`src/rvv_div_pkg.sv`:
```
`default_nettype none

package rvv_div_pkg;

  // vector and scalar widths
  localparam int vlen_default    = 64;
  localparam int xlen            = 32;
  localparam int rob_depth_width = 4;

  // element payloads of the divider lanes
  typedef logic [7:0]  byte_t;
  typedef logic [15:0] hword_t;
  typedef logic [31:0] word_t;

  typedef logic [rob_depth_width-1:0] rob_tag_t;
  typedef logic [xlen-1:0]            xlen_t;

  typedef enum logic [1:0] {
    eew8  = 2'd0,
    eew16 = 2'd1,
    eew32 = 2'd2
  } eew_e;

  // integer multiply/divide major codes
  localparam logic [2:0] funct3_opmvv = 3'b010;
  localparam logic [2:0] funct3_opmvx = 3'b110;

  localparam logic [5:0] funct6_vdivu = 6'b100000;
  localparam logic [5:0] funct6_vdiv  = 6'b100001;
  localparam logic [5:0] funct6_vremu = 6'b100010;
  localparam logic [5:0] funct6_vrem  = 6'b100011;

endpackage

`default_nettype wire

```
`src/div_lane_if.sv`:
```
`default_nettype none

interface div_lane_if #(
  parameter type lane_t = logic [7:0],
  parameter int  lanes  = 1
);

  logic              start;
  logic              is_signed;
  lane_t [lanes-1:0] dividend;
  lane_t [lanes-1:0] divisor;
  // all lanes of the bank finished
  logic              done;
  lane_t [lanes-1:0] quotient;
  lane_t [lanes-1:0] remainder;
  logic              ack;
  logic              flush;

  modport issue (
    output start, is_signed, dividend, divisor, ack, flush,
    input  done, quotient, remainder
  );

  modport bank (
    input  start, is_signed, dividend, divisor, ack, flush,
    output done, quotient, remainder
  );

endinterface

`default_nettype wire

```
`src/div_lane.sv`:
```
`default_nettype none

module div_lane #(
  parameter type lane_t = logic [7:0]
) (
  input  wire        clk,
  input  wire        rst_n,
  input  wire        start,
  input  wire        is_signed,
  input  wire lane_t dividend,
  input  wire lane_t divisor,
  input  wire        ack,
  input  wire        flush,
  output logic       done,
  output lane_t      quotient,
  output lane_t      remainder
);

  localparam int w     = $bits(lane_t);
  localparam int cnt_w = $clog2(w + 1);

  logic             busy;
  logic [cnt_w-1:0] cnt;
  lane_t            quo_q;
  lane_t            rem_q;
  lane_t            dvs_q;
  logic             neg_q;
  logic             neg_r;
  lane_t            a_mag;
  lane_t            b_mag;
  logic [w:0]       rem_shift;
  logic [w:0]       diff;

  // operand magnitudes and one trial subtract
  always_comb begin
    a_mag     = (is_signed && dividend[w-1]) ? lane_t'(-dividend) : dividend;
    b_mag     = (is_signed && divisor[w-1]) ? lane_t'(-divisor) : divisor;
    rem_shift = {rem_q, quo_q[w-1]};
    diff      = rem_shift - {1'b0, dvs_q};
  end

  always_ff @(posedge clk or negedge rst_n) begin
    if (!rst_n) begin
      busy <= 1'b0;
      done <= 1'b0;
      cnt  <= '0;
    end else if (flush) begin
      busy <= 1'b0;
      done <= 1'b0;
    end else if (start) begin
      busy <= 1'b1;
      done <= 1'b0;
      cnt  <= cnt_w'(w);
    end else if (busy) begin
      cnt <= cnt - 1'b1;
      // done lands together with the last quotient bit
      if (cnt == cnt_w'(1)) begin
        busy <= 1'b0;
        done <= 1'b1;
      end
    end else if (ack) begin
      done <= 1'b0;
    end
  end

  // quo_q starts as the dividend and fills with quotient bits from the right
  always_ff @(posedge clk) begin
    if (start) begin
      quo_q <= a_mag;
      rem_q <= '0;
      dvs_q <= b_mag;
      // a zero divisor keeps the all-ones quotient unsigned
      neg_q <= is_signed & (dividend[w-1] ^ divisor[w-1]) & (|divisor);
      neg_r <= is_signed & dividend[w-1];
    end else if (busy) begin
      if (!diff[w]) begin
        rem_q <= diff[w-1:0];
        quo_q <= {quo_q[w-2:0], 1'b1};
      end else begin
        rem_q <= rem_shift[w-1:0];
        quo_q <= {quo_q[w-2:0], 1'b0};
      end
    end
  end

  // sign fixup; min / -1 wraps back to the dividend by itself
  assign quotient  = neg_q ? lane_t'(-quo_q) : quo_q;
  assign remainder = neg_r ? lane_t'(-rem_q) : rem_q;

endmodule

`default_nettype wire

```
`src/div_lane_bank.sv`:
```
`default_nettype none

module div_lane_bank #(
  parameter type lane_t = logic [7:0],
  parameter int  lanes  = 1
) (
  input wire       clk,
  input wire       rst_n,
  div_lane_if.bank bank
);

  logic [lanes-1:0] lane_done;

  for (genvar i = 0; i < lanes; i++) begin : g_lane
    div_lane #(
      .lane_t (lane_t)
    ) u_lane (
      .clk       (clk),
      .rst_n     (rst_n),
      .start     (bank.start),
      .is_signed (bank.is_signed),
      .dividend  (bank.dividend[i]),
      .divisor   (bank.divisor[i]),
      .ack       (bank.ack),
      .flush     (bank.flush),
      .done      (lane_done[i]),
      .quotient  (bank.quotient[i]),
      .remainder (bank.remainder[i])
    );
  end

  // bank is done once every lane is
  assign bank.done = &lane_done;

endmodule

`default_nettype wire

```
`src/div_operand_split.sv`:
```
`default_nettype none

module div_operand_split #(
  parameter int VLEN = 64
) (
  input wire rvv_div_pkg::eew_e eew,
  input wire                    is_signed,
  input wire                    use_scalar,
  input wire [VLEN-1:0]         src1,
  input wire [VLEN-1:0]         src2,
  div_lane_if.issue             bank8,
  div_lane_if.issue             bank16,
  div_lane_if.issue             bank32
);

  localparam int n8  = VLEN / 8;
  localparam int n16 = VLEN / 16;
  localparam int n32 = VLEN / 32;

  logic [VLEN-1:0] op1;

  function automatic rvv_div_pkg::hword_t ext8_16(input rvv_div_pkg::byte_t e, input logic s);
    return {{8{s & e[7]}}, e};
  endfunction

  function automatic rvv_div_pkg::word_t ext8_32(input rvv_div_pkg::byte_t e, input logic s);
    return {{24{s & e[7]}}, e};
  endfunction

  function automatic rvv_div_pkg::word_t ext16_32(input rvv_div_pkg::hword_t e, input logic s);
    return {{16{s & e[15]}}, e};
  endfunction

  // .vx repeats the low element of rs1 over the whole vector
  always_comb begin
    op1 = src1;
    if (use_scalar) begin
      case (eew)
        rvv_div_pkg::eew8:  op1 = {n8{src1[7:0]}};
        rvv_div_pkg::eew16: op1 = {n16{src1[15:0]}};
        default:            op1 = {n32{src1[31:0]}};
      endcase
    end
  end

  // low half in own-width lanes, the rest spills upward
  always_comb begin
    bank8.dividend  = '0;
    bank8.divisor   = '0;
    bank16.dividend = '0;
    bank16.divisor  = '0;
    bank32.dividend = '0;
    bank32.divisor  = '0;
    case (eew)
      rvv_div_pkg::eew8: begin
        for (int i = 0; i < n8 / 2; i++) begin
          bank8.dividend[i] = src2[i*8 +: 8];
          bank8.divisor[i]  = op1[i*8 +: 8];
        end
        for (int i = 0; i < n8 / 4; i++) begin
          bank16.dividend[i] = ext8_16(src2[(n8/2+i)*8 +: 8], is_signed);
          bank16.divisor[i]  = ext8_16(op1[(n8/2+i)*8 +: 8], is_signed);
          bank32.dividend[i] = ext8_32(src2[(n8*3/4+i)*8 +: 8], is_signed);
          bank32.divisor[i]  = ext8_32(op1[(n8*3/4+i)*8 +: 8], is_signed);
        end
      end
      rvv_div_pkg::eew16: begin
        for (int i = 0; i < n16 / 2; i++) begin
          bank16.dividend[i] = src2[i*16 +: 16];
          bank16.divisor[i]  = op1[i*16 +: 16];
          bank32.dividend[i] = ext16_32(src2[(n16/2+i)*16 +: 16], is_signed);
          bank32.divisor[i]  = ext16_32(op1[(n16/2+i)*16 +: 16], is_signed);
        end
      end
      rvv_div_pkg::eew32: begin
        for (int i = 0; i < n32; i++) begin
          bank32.dividend[i] = src2[i*32 +: 32];
          bank32.divisor[i]  = op1[i*32 +: 32];
        end
      end
      default: ;
    endcase
  end

endmodule

`default_nettype wire

```
`src/div_result_merge.sv`:
```
`default_nettype none

module div_result_merge #(
  parameter int VLEN = 64
) (
  input  wire rvv_div_pkg::eew_e eew,
  input  wire                    is_rem,
  div_lane_if.issue              bank8,
  div_lane_if.issue              bank16,
  div_lane_if.issue              bank32,
  output logic [VLEN-1:0]        result_data
);

  localparam int n8  = VLEN / 8;
  localparam int n16 = VLEN / 16;
  localparam int n32 = VLEN / 32;

  rvv_div_pkg::byte_t  [n8/2-1:0]  r8;
  rvv_div_pkg::hword_t [n16/2-1:0] r16;
  rvv_div_pkg::word_t  [n32-1:0]   r32;

  assign r8  = is_rem ? bank8.remainder : bank8.quotient;
  assign r16 = is_rem ? bank16.remainder : bank16.quotient;
  assign r32 = is_rem ? bank32.remainder : bank32.quotient;

  // inverse of the split layout, spilled results cut back to eew
  always_comb begin
    result_data = '0;
    case (eew)
      rvv_div_pkg::eew8: begin
        for (int i = 0; i < n8 / 2; i++) begin
          result_data[i*8 +: 8] = r8[i];
        end
        for (int i = 0; i < n8 / 4; i++) begin
          result_data[(n8/2+i)*8 +: 8]   = r16[i][7:0];
          result_data[(n8*3/4+i)*8 +: 8] = r32[i][7:0];
        end
      end
      rvv_div_pkg::eew16: begin
        for (int i = 0; i < n16 / 2; i++) begin
          result_data[i*16 +: 16]         = r16[i];
          result_data[(n16/2+i)*16 +: 16] = r32[i][15:0];
        end
      end
      rvv_div_pkg::eew32: begin
        for (int i = 0; i < n32; i++) begin
          result_data[i*32 +: 32] = r32[i];
        end
      end
      default: ;
    endcase
  end

endmodule

`default_nettype wire

```
`src/div_uop_ctrl.sv`:
```
`default_nettype none

module div_uop_ctrl #(
  parameter int VLEN = 64
) (
  input  wire                        clk,
  input  wire                        rst_n,
  input  wire                        uop_valid,
  input  wire [5:0]                  funct6,
  input  wire [2:0]                  funct3,
  input  wire rvv_div_pkg::eew_e     vs2_eew,
  input  wire [VLEN-1:0]             vs1_data,
  input  wire [VLEN-1:0]             vs2_data,
  input  wire rvv_div_pkg::xlen_t    rs1_data,
  input  wire rvv_div_pkg::rob_tag_t rob_entry,
  input  wire                        result_ready,
  input  wire                        trap_flush,
  output logic                       uop_ready,
  output logic                       result_valid,
  output rvv_div_pkg::rob_tag_t      result_rob_entry,
  output rvv_div_pkg::eew_e          eew,
  output logic                       is_rem,
  output logic                       use_scalar,
  output logic [VLEN-1:0]            src1,
  output logic [VLEN-1:0]            src2,
  div_lane_if.issue                  bank8,
  div_lane_if.issue                  bank16,
  div_lane_if.issue                  bank32
);

  typedef enum logic [1:0] {
    st_idle,
    st_busy,
    st_done
  } state_e;

  state_e state;
  logic   legal;
  logic   accept;
  logic   is_signed;
  logic   start_q;
  logic   all_done;

  always_comb begin
    legal = 1'b0;
    if (funct3 == rvv_div_pkg::funct3_opmvv || funct3 == rvv_div_pkg::funct3_opmvx) begin
      case (funct6)
        rvv_div_pkg::funct6_vdivu,
        rvv_div_pkg::funct6_vdiv,
        rvv_div_pkg::funct6_vremu,
        rvv_div_pkg::funct6_vrem: legal = 1'b1;
        default: legal = 1'b0;
      endcase
    end
  end

  // illegal ops are taken and dropped here
  assign uop_ready    = (state == st_idle);
  assign accept       = uop_valid & uop_ready & legal & ~trap_flush;
  assign result_valid = (state == st_done);

  // narrower banks only take part for narrower eew
  assign all_done = bank32.done &
                    ((eew == rvv_div_pkg::eew32) || bank16.done) &
                    ((eew != rvv_div_pkg::eew8) || bank8.done);

  always_ff @(posedge clk or negedge rst_n) begin
    if (!rst_n) begin
      state   <= st_idle;
      start_q <= 1'b0;
    end else if (trap_flush) begin
      state   <= st_idle;
      start_q <= 1'b0;
    end else begin
      start_q <= accept;
      case (state)
        st_idle: if (accept) state <= st_busy;
        st_busy: if (all_done) state <= st_done;
        st_done: if (result_ready) state <= st_idle;
        default: state <= st_idle;
      endcase
    end
  end

  always_ff @(posedge clk) begin
    if (accept) begin
      eew              <= vs2_eew;
      is_rem           <= (funct6 == rvv_div_pkg::funct6_vremu) ||
                          (funct6 == rvv_div_pkg::funct6_vrem);
      is_signed        <= (funct6 == rvv_div_pkg::funct6_vdiv) ||
                          (funct6 == rvv_div_pkg::funct6_vrem);
      use_scalar       <= (funct3 == rvv_div_pkg::funct3_opmvx);
      src1             <= (funct3 == rvv_div_pkg::funct3_opmvx) ? VLEN'(rs1_data) : vs1_data;
      src2             <= vs2_data;
      result_rob_entry <= rob_entry;
    end
  end

  assign bank8.start  = start_q & (eew == rvv_div_pkg::eew8);
  assign bank16.start = start_q & (eew != rvv_div_pkg::eew32);
  assign bank32.start = start_q;

  assign bank8.is_signed  = is_signed;
  assign bank16.is_signed = is_signed;
  assign bank32.is_signed = is_signed;

  // ack on the result handshake
  assign bank8.ack  = result_valid & result_ready;
  assign bank16.ack = result_valid & result_ready;
  assign bank32.ack = result_valid & result_ready;

  assign bank8.flush  = trap_flush;
  assign bank16.flush = trap_flush;
  assign bank32.flush = trap_flush;

endmodule

`default_nettype wire

```
`src/rvv_div_unit.sv`:
```
`default_nettype none

module rvv_div_unit #(
  parameter int VLEN = rvv_div_pkg::vlen_default
) (
  input  wire                        clk,
  input  wire                        rst_n,
  input  wire                        uop_valid,
  input  wire [5:0]                  funct6,
  input  wire [2:0]                  funct3,
  input  wire rvv_div_pkg::eew_e     vs2_eew,
  input  wire [VLEN-1:0]             vs1_data,
  input  wire [VLEN-1:0]             vs2_data,
  input  wire rvv_div_pkg::xlen_t    rs1_data,
  input  wire rvv_div_pkg::rob_tag_t rob_entry,
  input  wire                        result_ready,
  input  wire                        trap_flush,
  output logic                       uop_ready,
  output logic                       result_valid,
  output logic [VLEN-1:0]            result_data,
  output rvv_div_pkg::rob_tag_t      result_rob_entry
);

  // byte lanes hold half the bytes, the other banks a quarter each
  localparam int lanes8  = VLEN / 16;
  localparam int lanes16 = VLEN / 32;
  localparam int lanes32 = VLEN / 32;

  rvv_div_pkg::eew_e eew;
  logic              is_rem;
  logic              use_scalar;
  logic [VLEN-1:0]   src1;
  logic [VLEN-1:0]   src2;

  div_lane_if #(.lane_t(rvv_div_pkg::byte_t),  .lanes(lanes8))  bank8_if ();
  div_lane_if #(.lane_t(rvv_div_pkg::hword_t), .lanes(lanes16)) bank16_if ();
  div_lane_if #(.lane_t(rvv_div_pkg::word_t),  .lanes(lanes32)) bank32_if ();

  div_uop_ctrl #(
    .VLEN (VLEN)
  ) u_ctrl (
    .clk              (clk),
    .rst_n            (rst_n),
    .uop_valid        (uop_valid),
    .funct6           (funct6),
    .funct3           (funct3),
    .vs2_eew          (vs2_eew),
    .vs1_data         (vs1_data),
    .vs2_data         (vs2_data),
    .rs1_data         (rs1_data),
    .rob_entry        (rob_entry),
    .result_ready     (result_ready),
    .trap_flush       (trap_flush),
    .uop_ready        (uop_ready),
    .result_valid     (result_valid),
    .result_rob_entry (result_rob_entry),
    .eew              (eew),
    .is_rem           (is_rem),
    .use_scalar       (use_scalar),
    .src1             (src1),
    .src2             (src2),
    .bank8            (bank8_if),
    .bank16           (bank16_if),
    .bank32           (bank32_if)
  );

  div_operand_split #(
    .VLEN (VLEN)
  ) u_split (
    .eew        (eew),
    .is_signed  (bank32_if.is_signed),
    .use_scalar (use_scalar),
    .src1       (src1),
    .src2       (src2),
    .bank8      (bank8_if),
    .bank16     (bank16_if),
    .bank32     (bank32_if)
  );

  div_lane_bank #(.lane_t(rvv_div_pkg::byte_t), .lanes(lanes8)) u_bank8 (
    .clk   (clk),
    .rst_n (rst_n),
    .bank  (bank8_if)
  );

  div_lane_bank #(.lane_t(rvv_div_pkg::hword_t), .lanes(lanes16)) u_bank16 (
    .clk   (clk),
    .rst_n (rst_n),
    .bank  (bank16_if)
  );

  div_lane_bank #(.lane_t(rvv_div_pkg::word_t), .lanes(lanes32)) u_bank32 (
    .clk   (clk),
    .rst_n (rst_n),
    .bank  (bank32_if)
  );

  div_result_merge #(
    .VLEN (VLEN)
  ) u_merge (
    .eew         (eew),
    .is_rem      (is_rem),
    .bank8       (bank8_if),
    .bank16      (bank16_if),
    .bank32      (bank32_if),
    .result_data (result_data)
  );

endmodule

`default_nettype wire

```
`config.mk`:
```
export PLATFORM = sky130hd
export DESIGN_NAME = rvv_div_unit
export DESIGN_NICKNAME = d
export VERILOG_FILES = /design/src/rvv_div_pkg.sv /design/src/div_lane_if.sv /design/src/div_lane.sv /design/src/div_lane_bank.sv /design/src/div_operand_split.sv /design/src/div_result_merge.sv /design/src/div_uop_ctrl.sv /design/src/rvv_div_unit.sv
export SDC_FILE = /design/constraint.sdc
export NUM_CORES = 2
export LEC_CHECK = 0
export ABC_CLOCK_PERIOD_IN_PS = 8590
export BUFFER_PORTS_ARGS = -buffer_cell sky130_fd_sc_hd__buf_2
export CORE_MARGIN = 3
export CORE_UTILIZATION = 27
export CTS_BUF_LIST = sky130_fd_sc_hd__clkbuf_8
export CTS_CLUSTER_DIAMETER = 80
export DETAILED_ROUTE_END_ITERATION = 7
export GPL_TIMING_DRIVEN = 0
export HOLD_SLACK_MARGIN = 0.1
export PLACE_DENSITY = 0.5
export SYNTH_ARGS = -nofsm -noshare
export SYNTH_HDL_FRONTEND = slang
export SYNTH_SLANG_ARGS = --single-unit
export TNS_END_PERCENT = 50
```
`constraint.sdc`:
```
create_clock -name clk -period 8.59 [get_ports clk]
set_input_delay 0.4295 -clock clk [delete_from_list [all_inputs] [get_ports clk]]
set_output_delay 0.4295 -clock clk [all_outputs]
set_load 0.05 [all_outputs]
```
==> run metrics <==
drt initial violations=around 5100; Seq/Total Area, Yosys=a little over a third; Pleak=20.94 nW; initial antenna violation count=30; Netlist cell types=about 110; Routed Wire Length=about 230000 um; Num CTS Buffers=about 120; post-synth top area cell=edfxtp_1; CTS tree=yes; Critical Path Sink Type=primary output; max cap viols=0; vias in the first global route=roughly 44000; Least-Margin Pin Slew=1.462 ns; Worst path max stage delay=0.78 ns; Primary FF master, synth=edfxtp_1; VDD IR-drop max=between 100 and 150 uV; most used cell, CP=buf_2; Syn Nets=about 5800; RSZ-0062 raised after global routing=no; Die Y=about 420 um; post-CTS setup buffer count=0; status=finished, final reports clean; synthesized area per cell=around 8.5 sq um; Clock Pin Slew Worst Setup and Hold Paths=0.06 ns; Post-layout nets=between 6000 and 7000; core area=between 150000 and 200000 sq um; Rel. slew slack=roughly 2.6%; worst setup margin=~1.7 ns; P per Cell Area=roughly 160 nW/um^2; RePlAce Congestion=around 1.0; Post-synth ARST share=under 10%; share of layout cells above drive strength 1=around 11%; DP HPWL=185400 um; Power, Total=~9 mW; clk root buf=clkbuf_8; Non-Filler Instances=a little over 8000; most frequent cells after synthesis=nand2_1 (593), nor2_1 (478), a21oi_1 (457); average vias per placed instance=5.531; maximum clock rate=roughly 150 MHz; Post-CTS Resized=0; per-cell routed wire length=28.18 um; pre-CTS setup slack=around 2.3 ns; top-count cell post-synth=nand2_1; synth-to-layout area growth=17.99%; # port buffers=249; first-pass GRT wire length=about 320000 um; Post-synth EDFFs=just over 400; drt drc=0; WHS=0.2126 ns; Die X=420.0 um; Total Routing Usage GR=roughly a quarter; clock sink total=~590; routed via count=roughly 46000; final setup violation count=0; placed insts=a little under 8000; kind of start point of the critical path=flop; Tmin final=around 6.8 ns; crit path max fanout=10; io pins=250; largest net degree at the start of global routing=between 50 and 60; die footprint=about 180000 sq um; post-synthesis cell count=5424; Final period util=79.66%; synth top area cells=edfxtp_1 (27%), dfxtp_1 (5.5%), xnor2_1 (5.3%); Yosys top cell area share=a little over a quarter; Synth Cell Area=~46000 sq um; Pins Over Slew Limit=0; CP cell instances=buf_4 -> buf_6 -> buf_4 -> buf_2 -> buf_4 -> buf_2 -> buf_2 -> buf_2 -> buf_2 -> clkbuf_1 -> clkbuf_1 -> o22ai_1 -> buf_2; GR Overflow Total=0; htree depth=3; Seq cells post-synth=594; critical path type=flop to primary output; final core utilization=approximately a third; clk_skew=between 0.07 and 0.08 ns; clk buf depth=3; clock latency on the worst-skew pair=0.89 ns; initial core utilization=between 20% and 30%; number of fill cells=roughly 18000; CP max stage cell=clkbuf_1; Hold Path Class=primary input to flop; Pre-antenna DRT Iters=6; Synth Warn #=0; Final ANT Viol Nets=0; Rows=151; Arrival @ worst endpoint=approximately 6.4 ns; Worst Path Required=between 8 and 9 ns; Hold Vio Cnt, Final=0
-- worst paths after layout --
path | startpoint | endpoint | slack, ns | cells after the start
min in group asynchronous | rst_n | u_bank8.g_lane[2].u_lane.cnt[1] | 0.22 | 2
max in group asynchronous | rst_n | u_ctrl.bank32.start | 7.78 | 2
hold / removal | trap_flush | u_ctrl.state[0] | 0.21 | 4
setup reg to reg | u_ctrl.eew[1] | u_bank16.g_lane[1].u_lane.quo_q[12] | 1.80 | 17
setup / recovery | u_ctrl.eew[1] | result_data[23] | 1.75 | 13
hold reg to reg | u_bank8.g_lane[0].u_lane.cnt[3] | u_bank8.g_lane[0].u_lane.cnt[3] | 0.49 | 1
-- layout make-up --
type / count / area [sq um] / share of cell area, %
Clock inverter: 89 / 550.5 / 1.008
Timing Repair Buffer: 433 / 3191 / 5.844
Buffer: 332 / 1460 / 2.675
Antenna cell: 6 / 15.01 / 0.02750
Sequential cell: 594 / 16270 / 29.81
Inverter: 266 / 998.5 / 1.829
Multi-Input combinational cell: 4232 / 27580 / 50.52
Tap cell: 2218 / 2775 / 5.083
Clock buffer: 127 / 1748 / 3.202
-- report_power, final --
part | internal (mW) | total (mW) | switching (mW)
Sequential | 3.22 | 3.58 | 0.359
Clock | 1.52 | 2.90 | 1.38
Combinational | 1.08 | 2.48 | 1.40
-- logic make-up (layout without fill, tap and decap cells) --
group | after synthesis | in the layout | synth area share [%]
AO/OA/AOI/OAI | 1549 | 1549 | 20.51
XOR/XNOR | 512 | 512 | 9.724
adder cells (fa/ha/maj) | 183 | 183 | 5.078
buffers and inverters | 598 | 1247 | 5.306
flip-flops | 594 | 594 | 35.16
multiplexers | 273 | 273 | 6.563
other | 0 | 6 | 0
AND/OR/NAND/NOR | 1715 | 1715 | 17.65
-- sequential cells by signal, indices dropped and copies added, names as in the netlist, 10 cells and up --
| name | flops |
|---|---|
| u_bank8.g_lane.u_lane.quo_q | 32 |
| u_bank32.g_lane.u_lane.cnt | 12 |
| u_bank16.g_lane.u_lane.quo_q | 32 |
| u_bank16.g_lane.u_lane.rem_q | 32 |
| u_ctrl.src2 | 64 |
| u_bank8.g_lane.u_lane.rem_q | 32 |
| u_ctrl.src1 | 64 |
| u_bank32.g_lane.u_lane.rem_q | 64 |
| u_bank16.g_lane.u_lane.dvs_q | 32 |
| u_bank8.g_lane.u_lane.cnt | 16 |
| u_bank8.g_lane.u_lane.dvs_q | 32 |
| u_bank32.g_lane.u_lane.dvs_q | 64 |
| u_bank32.g_lane.u_lane.quo_q | 64 |
| u_bank16.g_lane.u_lane.cnt | 10 |
-- what timing repair did --
item / in CTS / in global routing
hold endpoints to repair: 196 / 0
hold buffers: 172 / 0
setup endpoints to repair: 0 / 0
-- critical path: cells and delay by family (launching register included) --
family	cells	cell delay [ns]
buffers and inverters	12	4.61
DFF	1	0.53
AOI/OAI and AO/OA	1	0.39
-- layout by cell type (no fill, tap or decap), drive strengths merged, types with 81 or more instances in the layout --
| cell type | n |
|---|---|
| nand2b | 81 |
| mux2i | 162 |
| nor2 | 479 |
| a21oi | 459 |
| edfxtp | 409 |
| mux2 | 97 |
| inv | 313 |
| buf | 373 |
| nand2 | 593 |
| ha | 175 |
| dfxtp | 128 |
| o31ai | 103 |
| xor2 | 232 |
| xnor2 | 280 |
| clkbuf | 347 |
| dlygate4sd3 | 172 |
| o21ai | 490 |
| nor3 | 91 |
-- layer usage --
| metal | up-vias | global-route usage (%) | wire length [um] |
|---|---|---|---|
| met5 | - | 0 | 30 |
| met4 | 4 | 16.35 | 17530 |
| met3 | 581 | 4.998 | 19000 |
| met2 | 2345 | 39.67 | 101500 |
| met1 | 22295 | 32.96 | 95720 |
| li1 | 20664 | - | - |
-- per-stage QoR --
| step | setup TNS (ns) | instance area, sq um |
|---|---|---|
| finish | 0 | 54590 |
| global route | 0 | 54590 |
| CTS | 0 | 54580 |
| detailed placement | 0 | 50560 |
| global placement | -709.21 | 50290 |
| floorplan | 0 | 46270 |
(Power assumes the default switching activity.)
